==> config.mk <==
export PLATFORM = sky130hd
export DESIGN_NAME = integrity_unit
export DESIGN_NICKNAME = d
export VERILOG_FILES = /design/src/integrity_pkg.sv /design/src/achk_gen.sv /design/src/req_tracker.sv /design/src/resp_checker.sv /design/src/alert_collector.sv /design/src/integrity_unit.sv
export SDC_FILE = /design/constraint.sdc
export NUM_CORES = 1
export LEC_CHECK = 0
export ABC_CLOCK_PERIOD_IN_PS = 2100
export BUFFER_PORTS_ARGS = -buffer_cell sky130_fd_sc_hd__buf_2
export CORE_AREA = 2 2 138 140
export DETAILED_ROUTE_END_ITERATION = 8
export DIE_AREA = 0 0 140 142
export GPL_ROUTABILITY_DRIVEN = 0
export PLACE_DENSITY = 0.56
export SKIP_CTS_REPAIR_TIMING = 1
export SLEW_MARGIN = 20
export SYNTH_ARGS = -nofsm -noshare
export SYNTH_HDL_FRONTEND = slang
export SYNTH_HIERARCHICAL = 1
export SYNTH_SLANG_ARGS = --single-unit
==> constraint.sdc <==
create_clock -name clk_i -period 2.1 [get_ports clk_i]
set_clock_uncertainty 0.15 [all_clocks]
set_input_delay 0.21 -clock clk_i [delete_from_list [all_inputs] [get_ports clk_i]]
set_output_delay 0.21 -clock clk_i [all_outputs]
set_load 0.03 [all_outputs]
==> src/integrity_pkg.sv <==
////////////////////////////////////////
// Bus integrity unit shared definitions
// Widths, channel indices, NMI causes and
// the bus and context structs
////////////////////////////////////////

package integrity_pkg;

  // Channel layout
  localparam int NUM_CHAN = 2;
  localparam int CH_INSTR = 0;
  localparam int CH_DATA  = 1;

  // Bus field widths
  localparam int ADDR_W    = 32;
  localparam int DATA_W    = 32;
  localparam int BE_W      = 4;
  localparam int PROT_W    = 3;
  localparam int MEMTYPE_W = 2;
  localparam int ATOP_W    = 6;

  // Checksum widths and the err/exokay bit of rchk
  localparam int ACHK_W       = 12;
  localparam int RCHK_W       = 5;
  localparam int RCHK_ERR_BIT = 4;

  // Outstanding request tracking
  localparam int TRACK_DEPTH = 2;
  localparam int TRACK_PTR_W = $clog2(TRACK_DEPTH);
  localparam int TRACK_CNT_W = $clog2(TRACK_DEPTH + 1);

  // Fields that are not carried by this unit
  localparam logic [ATOP_W-1:0] ATOP_TIE_OFF   = '0;
  localparam logic              EXOKAY_TIE_OFF = 1'b0;

  // Instruction fetches are full-word loads with no write data
  localparam logic [BE_W-1:0]   INSTR_BE    = '1;
  localparam logic              INSTR_WE    = 1'b0;
  localparam logic [DATA_W-1:0] INSTR_WDATA = '0;

  // NMI causes
  localparam int                 CAUSE_W           = 11;
  localparam logic [CAUSE_W-1:0] CAUSE_LOAD_FAULT  = 11'h402;
  localparam logic [CAUSE_W-1:0] CAUSE_STORE_FAULT = 11'h403;

  typedef struct packed {
    logic [ADDR_W-1:0]    addr;
    logic [PROT_W-1:0]    prot;
    logic [MEMTYPE_W-1:0] memtype;
    logic [BE_W-1:0]      be;
    logic                 we;
    logic                 dbg;
    logic [DATA_W-1:0]    wdata;
  } obi_req_t;

  typedef struct packed {
    logic     req;
    logic     gnt;
    logic     gntpar;
    obi_req_t pkt;
  } chan_req_t;

  typedef struct packed {
    logic              rvalid;
    logic              rvalidpar;
    logic [DATA_W-1:0] rdata;
    logic              err;
    logic [RCHK_W-1:0] rchk;
  } chan_resp_t;

  typedef struct packed {
    logic had_integrity;
    logic was_store;
    logic gnt_par_err;
  } req_ctx_t;

  // Context given to a response that finds no tracked request
  localparam req_ctx_t CTX_EMPTY = '{had_integrity: 1'b0, was_store: 1'b0, gnt_par_err: 1'b0};

  typedef struct packed {
    logic              valid;
    logic [DATA_W-1:0] rdata;
    logic              err;
    logic              integrity_err;
    logic              rchk_fault;
    logic              par_fault;
    logic              was_store;
  } chk_out_t;

endpackage

==> src/achk_gen.sv <==
////////////////////////////////////////
// Request checksum generator
// Byte parities of the request per channel
////////////////////////////////////////

`timescale 1ns/1ps

module achk_gen (
  input  integrity_pkg::chan_req_t [integrity_pkg::NUM_CHAN-1:0]                             req,
  output logic [integrity_pkg::NUM_CHAN-1:0][integrity_pkg::ACHK_W-1:0]                      achk,
  output logic [integrity_pkg::NUM_CHAN-1:0]                                                 reqpar
);

  always_comb begin
    integrity_pkg::obi_req_t pkt;

    for (int ch = 0; ch < integrity_pkg::NUM_CHAN; ch++) begin
      pkt = req[ch].pkt;

      // Fetches never write, so the store fields are fixed
      if (ch == integrity_pkg::CH_INSTR) begin
        pkt.be    = integrity_pkg::INSTR_BE;
        pkt.we    = integrity_pkg::INSTR_WE;
        pkt.wdata = integrity_pkg::INSTR_WDATA;
      end

      achk[ch] = {
        ^pkt.wdata[31:24],
        ^pkt.wdata[23:16],
        ^pkt.wdata[15:8],
        ^pkt.wdata[7:0],
        ^integrity_pkg::ATOP_TIE_OFF,
        ~^pkt.dbg,
        ~^{pkt.be, pkt.we},
        ~^{pkt.prot, pkt.memtype},
        ^pkt.addr[31:24],
        ^pkt.addr[23:16],
        ^pkt.addr[15:8],
        ^pkt.addr[7:0]
      };

      reqpar[ch] = ~req[ch].req;
    end
  end

endmodule

==> src/req_tracker.sv <==
////////////////////////////////////////
// Outstanding request tracker
// In-order context FIFO per channel
////////////////////////////////////////

`timescale 1ns/1ps

module req_tracker (
  input  logic                                                  clk_i,
  input  logic                                                  arst_n,
  input  logic                                                  integrity_enabled,
  input  integrity_pkg::chan_req_t  [integrity_pkg::NUM_CHAN-1:0] req,
  input  integrity_pkg::chan_resp_t [integrity_pkg::NUM_CHAN-1:0] resp,
  output integrity_pkg::req_ctx_t   [integrity_pkg::NUM_CHAN-1:0] ctx
);

  localparam int PTR_W = integrity_pkg::TRACK_PTR_W;
  localparam int CNT_W = integrity_pkg::TRACK_CNT_W;

  for (genvar g = 0; g < integrity_pkg::NUM_CHAN; g++) begin : g_chan
    integrity_pkg::req_ctx_t mem [integrity_pkg::TRACK_DEPTH];
    integrity_pkg::req_ctx_t new_ctx;
    integrity_pkg::req_ctx_t head_ctx;
    logic [PTR_W-1:0]        wr_ptr;
    logic [PTR_W-1:0]        rd_ptr;
    logic [CNT_W-1:0]        count;
    logic                    grant;
    logic                    gnt_mismatch;
    logic                    empty;
    logic                    full;
    logic                    push;
    logic                    pop;

    assign grant        = req[g].req & req[g].gnt;
    assign gnt_mismatch = (req[g].gntpar == req[g].gnt);
    assign empty        = (count == '0);
    assign full         = (count == CNT_W'(integrity_pkg::TRACK_DEPTH));
    assign pop          = resp[g].rvalid & ~empty;
    // A grant into a full FIFO is dropped unless an entry leaves in the same cycle
    assign push         = grant & (~full | pop);

    assign new_ctx.had_integrity = integrity_enabled;
    assign new_ctx.was_store     = (g == integrity_pkg::CH_INSTR) ? 1'b0 : req[g].pkt.we;
    assign new_ctx.gnt_par_err   = gnt_mismatch;

    always_ff @(posedge clk_i) begin
      if (push) begin
        mem[wr_ptr] <= new_ctx;
      end
    end

    always_ff @(posedge clk_i or negedge arst_n) begin
      if (!arst_n) begin
        wr_ptr <= '0;
        rd_ptr <= '0;
        count  <= '0;
      end else begin
        if (push) begin
          wr_ptr <= (wr_ptr == PTR_W'(integrity_pkg::TRACK_DEPTH - 1)) ? '0 : wr_ptr + 1'b1;
        end
        if (pop) begin
          rd_ptr <= (rd_ptr == PTR_W'(integrity_pkg::TRACK_DEPTH - 1)) ? '0 : rd_ptr + 1'b1;
        end
        case ({push, pop})
          2'b10:   count <= count + 1'b1;
          2'b01:   count <= count - 1'b1;
          default: count <= count;
        endcase
      end
    end

    assign head_ctx = empty ? integrity_pkg::CTX_EMPTY : mem[rd_ptr];

    assign ctx[g].had_integrity = head_ctx.had_integrity;
    assign ctx[g].was_store     = head_ctx.was_store;
    // Stored grant error only counts on its response, a live one is passed on at once
    assign ctx[g].gnt_par_err   = (resp[g].rvalid & head_ctx.gnt_par_err) | gnt_mismatch;
  end

endmodule

==> src/resp_checker.sv <==
////////////////////////////////////////
// Response checker for one channel
// Checks rchk and rvalid parity, registers
// the annotated response
////////////////////////////////////////

`timescale 1ns/1ps

module resp_checker (
  input  logic                    clk_i,
  input  logic                    arst_n,
  input  logic                    integrity_enabled,
  input  integrity_pkg::chan_resp_t resp,
  input  integrity_pkg::req_ctx_t   ctx,
  output integrity_pkg::chk_out_t   out
);

  logic [integrity_pkg::RCHK_W-1:0] exp_rchk;
  logic                             rchk_mismatch;
  logic                             rchk_fault;
  logic                             par_fault;
  logic                             integrity_err;

  logic                               valid_q;
  logic                               integrity_err_q;
  logic                               rchk_fault_q;
  logic                               par_fault_q;
  logic [integrity_pkg::DATA_W-1:0]   rdata_q;
  logic                               err_q;
  logic                               was_store_q;

  assign exp_rchk = {
    ^{resp.err, integrity_pkg::EXOKAY_TIE_OFF},
    ^resp.rdata[31:24],
    ^resp.rdata[23:16],
    ^resp.rdata[15:8],
    ^resp.rdata[7:0]
  };

  // Stores return no data, only the err bit is covered
  assign rchk_mismatch = ctx.was_store ?
    (resp.rchk[integrity_pkg::RCHK_ERR_BIT] != exp_rchk[integrity_pkg::RCHK_ERR_BIT]) :
    (resp.rchk != exp_rchk);

  assign rchk_fault    = resp.rvalid & integrity_enabled & ctx.had_integrity & rchk_mismatch;
  // rvalid parity is watched every cycle, not only on responses
  assign par_fault     = (resp.rvalidpar == resp.rvalid) | ctx.gnt_par_err;
  assign integrity_err = resp.rvalid & (rchk_fault | par_fault);

  always_ff @(posedge clk_i or negedge arst_n) begin
    if (!arst_n) begin
      valid_q         <= 1'b0;
      integrity_err_q <= 1'b0;
      rchk_fault_q    <= 1'b0;
      par_fault_q     <= 1'b0;
    end else begin
      valid_q         <= resp.rvalid;
      integrity_err_q <= integrity_err;
      rchk_fault_q    <= rchk_fault;
      par_fault_q     <= par_fault;
    end
  end

  always_ff @(posedge clk_i) begin
    if (resp.rvalid) begin
      rdata_q     <= resp.rdata;
      err_q       <= resp.err;
      was_store_q <= ctx.was_store;
    end
  end

  always_comb begin
    out.valid         = valid_q;
    out.rdata         = rdata_q;
    out.err           = err_q;
    out.integrity_err = integrity_err_q;
    out.rchk_fault    = rchk_fault_q;
    out.par_fault     = par_fault_q;
    out.was_store     = was_store_q;
  end

endmodule

==> src/alert_collector.sv <==
////////////////////////////////////////
// Alert and NMI collector
// Major alert from any channel fault and
// a held NMI for data integrity errors
////////////////////////////////////////

`timescale 1ns/1ps

module alert_collector (
  input  logic                                                 clk_i,
  input  logic                                                 arst_n,
  input  integrity_pkg::chk_out_t [integrity_pkg::NUM_CHAN-1:0] chk,
  input  logic                                                 nmi_ack,
  output logic                                                 alert_major,
  output logic                                                 nmi_pending,
  output logic [integrity_pkg::CAUSE_W-1:0]                    nmi_cause
);

  logic nmi_set;

  // Fault flags arrive registered, so the alert lands one cycle after the fault
  always_comb begin
    alert_major = 1'b0;
    for (int ch = 0; ch < integrity_pkg::NUM_CHAN; ch++) begin
      alert_major = alert_major | chk[ch].rchk_fault | chk[ch].par_fault;
    end
  end

  // Only the data channel raises an NMI
  assign nmi_set = chk[integrity_pkg::CH_DATA].valid &
                   chk[integrity_pkg::CH_DATA].integrity_err;

  always_ff @(posedge clk_i or negedge arst_n) begin
    if (!arst_n) begin
      nmi_pending <= 1'b0;
      nmi_cause   <= '0;
    end else begin
      if (nmi_set) begin
        nmi_pending <= 1'b1;
        // First error keeps its cause until acknowledged
        if (!nmi_pending || nmi_ack) begin
          nmi_cause <= chk[integrity_pkg::CH_DATA].was_store ?
                       integrity_pkg::CAUSE_STORE_FAULT :
                       integrity_pkg::CAUSE_LOAD_FAULT;
        end
      end else if (nmi_ack) begin
        nmi_pending <= 1'b0;
      end
    end
  end

endmodule

==> src/integrity_unit.sv <==
////////////////////////////////////////
// Bus integrity unit top level
// Checksum generation, response checks,
// major alert and NMI for two OBI channels
////////////////////////////////////////

`timescale 1ns/1ps

module integrity_unit (
  input  logic                                                        clk_i,
  input  logic                                                        arst_n,
  input  logic                                                        integrity_enabled,
  input  integrity_pkg::chan_req_t  [integrity_pkg::NUM_CHAN-1:0]     req,
  input  integrity_pkg::chan_resp_t [integrity_pkg::NUM_CHAN-1:0]     resp,
  input  logic                                                        nmi_ack,
  output logic [integrity_pkg::NUM_CHAN-1:0][integrity_pkg::ACHK_W-1:0] achk,
  output logic [integrity_pkg::NUM_CHAN-1:0]                          reqpar,
  output integrity_pkg::chk_out_t   [integrity_pkg::NUM_CHAN-1:0]     chk,
  output logic                                                        alert_major,
  output logic                                                        nmi_pending,
  output logic [integrity_pkg::CAUSE_W-1:0]                           nmi_cause
);

  // Head context of each channel, valid while rvalid is high
  integrity_pkg::req_ctx_t [integrity_pkg::NUM_CHAN-1:0] ctx;

  achk_gen achk_gen_i (
    .req    (req),
    .achk   (achk),
    .reqpar (reqpar)
  );

  req_tracker req_tracker_i (
    .clk_i             (clk_i),
    .arst_n            (arst_n),
    .integrity_enabled (integrity_enabled),
    .req               (req),
    .resp              (resp),
    .ctx               (ctx)
  );

  for (genvar g = 0; g < integrity_pkg::NUM_CHAN; g++) begin : g_chk
    resp_checker resp_checker_i (
      .clk_i             (clk_i),
      .arst_n            (arst_n),
      .integrity_enabled (integrity_enabled),
      .resp              (resp[g]),
      .ctx               (ctx[g]),
      .out               (chk[g])
    );
  end

  alert_collector alert_collector_i (
    .clk_i       (clk_i),
    .arst_n      (arst_n),
    .chk         (chk),
    .nmi_ack     (nmi_ack),
    .alert_major (alert_major),
    .nmi_pending (nmi_pending),
    .nmi_cause   (nmi_cause)
  );

endmodule

* Word level (Yosys, flattened, before mapping) *
Memory sizes are Yosys's and may differ from the RTL's.
Cells that the tools add are included.

cells by class
  add/sub/neg operators = 8
  eq/ne operators = 14
  muxes and demuxes = 17
  bitwise operators = 36
  reductions and logical operators = 33

operators by type and width
  operator                                              count
  XOR reduction 8 bit                                   20
  bitwise AND 1 bit                                     17
  XNOR reduction 5 bit                                  3
  2-to-1 mux 1 bit                                      13
  OR 1 bit                                              11
  != test 5 bit                                         2
  equality test 2 bit (second input constant)           4
  inverter 1 bit                                        8
  case mux 2 bit (2 select lines)                       2
  2-to-1 mux 3 bit                                      2
  nonzero test 2 bit                                    3
  adder 1 bit (second input constant)                   4
  adder 2 x 1 -> 2 bit (second input constant)          2
  equality test 1 bit                                   4
  equality test 2 x 1 -> 1 bit (second input constant)  2
  zero test 2 bit                                       2
  XOR reduction 2 bit                                   2
  subtractor 2 x 1 -> 2 bit (second input constant)     2
  != test 1 bit                                         2
  AND reduction 2 bit                                   1
  zero test 1 bit                                       1
  logical OR 1 bit                                      1

storage, ports and cells
  bits in registers = 96
  RAM bits = 10
  input port bits = 240
  output and inout bits = 115
  memories kept = 2

memory list
  memory                       words  width  rd ports  clocked after Yosys merged registers in  write ports  RTL line           source
  req_tracker_i.g_chan[1].mem  2      3      1         0                                        1            req_tracker.sv:21  integrity_pkg::req_ctx_t mem [integrity_pkg::TRACK_DEPTH];
  req_tracker_i.g_chan[0].mem  2      2      1         0                                        1            req_tracker.sv:21

* Longest topological paths before layout *
  word-level depth = 7
  mapped depth = 7
  depth with buffers taken out = 6

* Modules after synthesis *
The synthesis kept the hierarchy.

modules (own cells, without submodules)
  module           instances  cells an instance  area each (µm²)
  resp_checker     2          81                 1552.7
  achk_gen         1          109                915.9
  req_tracker      1          67                 837.1
  alert_collector  1          21                 192.7

* Least setup slack after synthesis *
Ideal clock, no wire load.

  kind = input to register
  from = input resp[24] in the netlist's numbering
  to = register g_chk[0].resp_checker_i.integrity_err_q
  arrival = 1369 ps
  slack = 441 ps
  stages on the path = 5
  path buffers = 0
  path through = xnor2_1 > xnor3_2 > xnor2_1 > o41ai_2 > o211ai_1

between the ends
  cells in the longest elaborated chain, start to end = 6

RTL lines
  what                                             RTL line              source
  start, declared                                  integrity_unit.sv:14  input integrity_pkg::chan_resp_t [integrity_pkg::NUM_CHAN-1:0] resp,
  XOR reduction 8 bit                              resp_checker.sv:35    ^resp.rdata[23:16],
  != test 5 bit                                    resp_checker.sv:43    (resp.rchk != exp_rchk);
  2-to-1 mux 1 bit                                 resp_checker.sv:41    assign rchk_mismatch = ctx.was_store ?
  bitwise AND 1 bit                                resp_checker.sv:45    assign rchk_fault = resp.rvalid & integrity_enabled & ctx.had_integrity & rchk_mismatch;
  OR 1 bit                                         resp_checker.sv:48    assign integrity_err = resp.rvalid & (rchk_fault | par_fault);
  bitwise AND 1 bit                                resp_checker.sv:48
  named net g_chk[0].resp_checker_i.integrity_err  resp_checker.sv:22    logic integrity_err;
  end signal, assigned                             resp_checker.sv:58    integrity_err_q <= integrity_err;
  end, declared                                    resp_checker.sv:25    logic integrity_err_q;

The timed path passes the listed nets, and every way through them passes these cells.
A chain may end at the register's enable or synchronous reset.

* Worst setup path in the final report *
  from = input resp[62] in the netlist's numbering
  to = register g_chk[1].resp_checker_i.integrity_err_q

between the ends
  cells in the longest elaborated chain, start to end = 6

RTL lines
  what                                             RTL line
  XOR reduction 8 bit                              resp_checker.sv:35
  != test 5 bit                                    resp_checker.sv:43
  2-to-1 mux 1 bit                                 resp_checker.sv:41
  bitwise AND 1 bit                                resp_checker.sv:45
  OR 1 bit                                         resp_checker.sv:48
  bitwise AND 1 bit                                resp_checker.sv:48
  named net g_chk[1].resp_checker_i.integrity_err  resp_checker.sv:22
  end signal, assigned                             resp_checker.sv:58
  end, declared                                    resp_checker.sv:25

The timed path passes the listed nets, and every way through them passes these cells.

==> flow_summary.json <==
{
  "status": "finished with violations",
  "maxCapViolCount": 0,
  "cp_slowest_cell": "dlygate4sd3_1",
  "r2r_end": "req_tracker_i/g_chan[0].count[1]",
  "muxShareOfSynthArea": 0.01214,
  "drtIter0Drc": 117,
  "worst-r2r-setup-slack_ns": 0.45,
  "crit_family": "buffers and inverters",
  "fin_ws_ns": 0.1285,
  "yosys.area_share.xor_xnor": 0.3176,
  "worstPathRequired_ns": 2.15,
  "clkPwrFrac": 0.249,
  "seqPwrFrac": 0.400,
  "synthesis.instances": 359,
  "dpl_cell_area_um2": 6709,
  "cp-start-kind": "input port",
  "htree_levels": 3,
  "cp_num_cells": 7,
  "cts.path.max_buffers": 2,
  "met3_usage": 0.02692,
  "cts_tree": "done",
  "hold_violations": 1,
  "dp_worst_setup_slack_ns": 0.1844,
  "combPwrFrac": 0.350,
  "wire_per_inst_um": 12.70,
  "vias": 3900,
  "dieArea_um2": 19880,
  "avgViaCountPerCell": 4.029,
  "largest_register_ffs": 64,
  "dp.cells": 881,
  "fp.dieW_um": 140,
  "largest_register": "g_chk.resp_checker_i/rdata_q",
  "worst_ep_arrival_time_ns": 2.02,
  "net-switching-power_w": 0.002117,
  "period_needed_ns": 1.972,
  "hpwl_mm": 9.759,
  "ir_worst_vdd_mv": 0.3691,
  "r2r_start": "req_tracker_i/g_chan[0].count[0]",
  "antenna_found_initial": 0,
  "synthAdderAreaFrac": 0.002477,
  "grt_first_pass_wirelength_mm": 17.43,
  "clk_pin_slew_ns": 0.07,
  "diodes": 0,
  "synth-simple-area-share": 0.02328,
  "synth_compound_area_frac": 0.03245,
  "power.share.switching": 0.3392,
  "syn_area_per_cell_um2": 14.07,
  "cts_root_buf": "clkbuf_16",
  "overflow": 0,
  "worstRegToRegCells": 4,
  "grt.busiest_layer": "met2",
  "path_class": "in -> reg",
  "slew_violations": 0,
  "grt_max_degree": 39,
  "finalWirelength_mm": 12.30,
  "synth_top_family_by_area": "XOR/XNOR gates",
  "yosysTopAreaCellShare": 0.4637,
  "clock_latency_ns": 0.33,
  "end_kind": "flop",
  "multi_input_area_um2": 2019,
  "drive_above_1_share": 0.4523,
  "grtUsageTotal": 0.1102,
  "finalSetupViolations": 0,
  "fin_nets": 970,
  "synth.area.top_cells": "edfxtp_1 46%, xnor2_1 23%, dfrtp_1 9.4%",
  "finalNonFillerCells": 968,
  "setup.worst_path.end": "g_chk[1].resp_checker_i/integrity_err_q",
  "top_regs": "g_chk.resp_checker_i/rdata_q: 64 flops, req_tracker_i/g_chan.mem: 10 flops, req_tracker_i/g_chan.count: 4 flops",
  "p_int_w": 0.004125,
  "die_h_um": 142,
  "io_buffers": 302,
  "core_um2": 18460,
  "cp_max_fo": 2,
  "tns_ns": 0,
  "ys_seq_elements": 97,
  "ios": 355,
  "power.leakage_nw": 3.375,
  "use_met1": 0.1226,
  "synthToLayoutAreaGrowth_pct": 52.56,
  "power_density_nw_per_um2": 810.0,
  "grt_setup_unrepaired": "false",
  "crit_chain": "dlygate4sd3_1 > buf_2 > xor2_1 > xnor2_4 > xnor2_1 > o41ai_2 > o211ai_1",
  "rows": 50,
  "critPathMaxStageDelay_ns": 0.55,
  "fillCellCount": 1769,
  "ys_seq_area_frac": 0.5578,
  "grtUsageMet2": 0.2079,
  "final_area_um2": 7706,
  "initial_core_util": 0.2737,
  "first_global_vias": 3722,
  "numCtsBuffers": 9,
  "violations": "design-rule violations, negative hold slack",
  "syn_area_um2": 5051,
  "antenna_left": 0,
  "cp-startpoint": "resp[62]",
  "synth_cell_types": 34,
  "synth_warnings": 6,
  "whs_ns": -0.01055,
  "drc": 25,
  "synth_top_area_cell": "edfxtp_1",
  "path_buf_inv": 2,
  "fmax_mhz": 507.2,
  "clkSinkCount": 97,
  "first_pass_iters": 9,
  "period_share": 0.9388,
  "seq_area_um2": 2818,
  "hp-class": "in -> reg"
}
through the flow:
stage	total power, W	utilization
floorplan	0.004016	-
global placement	0.004608	0.3635
detailed placement	0.004651	0.3635
CTS	0.006226	0.3791
global route	0.006573	0.4176
finish	0.006242	0.4176
routing by layer:
layer | vias to the layer above | routed length, µm
met5 | - | 0
met4 | 0 | 147
met3 | 11 | 1093
met2 | 224 | 6331
met1 | 1764 | 4726
li1 | 1901 | -
power groups by stage:
stage                     Clock, W  Combinational (W)  Sequential, W
final                      0.00155            0.00219        0.00250
after global routing       0.00168            0.00236        0.00253
after CTS                  0.00161            0.00212        0.00250
after global placement           0            0.00208        0.00253
after detailed placement         0            0.00211        0.00254
after floorplan                  0            0.00128        0.00273
cells by family after synthesis:
logic type,after synthesis
mux,6
other cells,4
flops,97
simple gates,25
xor+xnor,166
buf+inv,40
compound gates,20
fa+ha+maj,1
final cells by class:
cell class,instances,area share
Timing Repair Buffer,377,0.2923
Sequential cell,97,0.3656
Tap cell,234,0.03799
Clock inverter,7,0.007956
Clock buffer,9,0.02923
Inverter,10,0.004871
Multi-Input combinational cell,234,0.2621
cells in the mapped netlist (all sizes together):
cell / number
o311ai: 1
ha: 1
nand3b: 1
nor2: 11
o211ai: 2
mux2: 1
nand2b: 2
clkbuf: 1
a31oi: 1
and2: 1
buf: 29
nor2b: 1
or2: 1
a22oi: 1
inv: 10
dfrtp: 19
xnor3: 8
edfxtp: 78
o21bai: 2
a21oi: 3
conb: 4
nand3: 3
nand2: 4
o221a: 1
o41ai: 2
o21ai: 7
xor2: 26
xnor2: 132
mux2i: 5
or4: 1
worst min-delay path, stage by stage:
cell	delay, ns
buf_2	0.09
xor2_1	0.06
nand2b_1	0.07
how the worst min path moves through the flow:
stage                        start                                 endpoint  slack [ns]  depth (start not counted)
after floorplan             arst_n           alert_collector_i/nmi_cause[0]       -0.24                          0
after detailed placement    arst_n            alert_collector_i/nmi_pending        0.06                          1
final                     resp[78]      g_chk[1].resp_checker_i/par_fault_q       -0.01                          3
after CTS                   arst_n  g_chk[0].resp_checker_i/integrity_err_q       -0.31                          1
after global placement      arst_n            alert_collector_i/nmi_pending        0.06                          1
after global routing      resp[78]      g_chk[1].resp_checker_i/par_fault_q      0.0005                          3
cells in the final DEF (no fill, tap or decap), types with 3 or more instances in the layout:
master	count
xnor2_1	130
xnor3_1	6
inv_1	9
nor2_1	11
nand2_1	4
edfxtp_1	78
o21ai_0	5
conb_1	16
dfrtp_1	19
mux2i_1	5
dlygate4sd3_1	71
buf_4	4
buf_2	302
a21oi_1	3
xor2_1	26
nand3_1	3
clkbuf_16	9
Note: power is estimated with default switching activity, not from simulation.
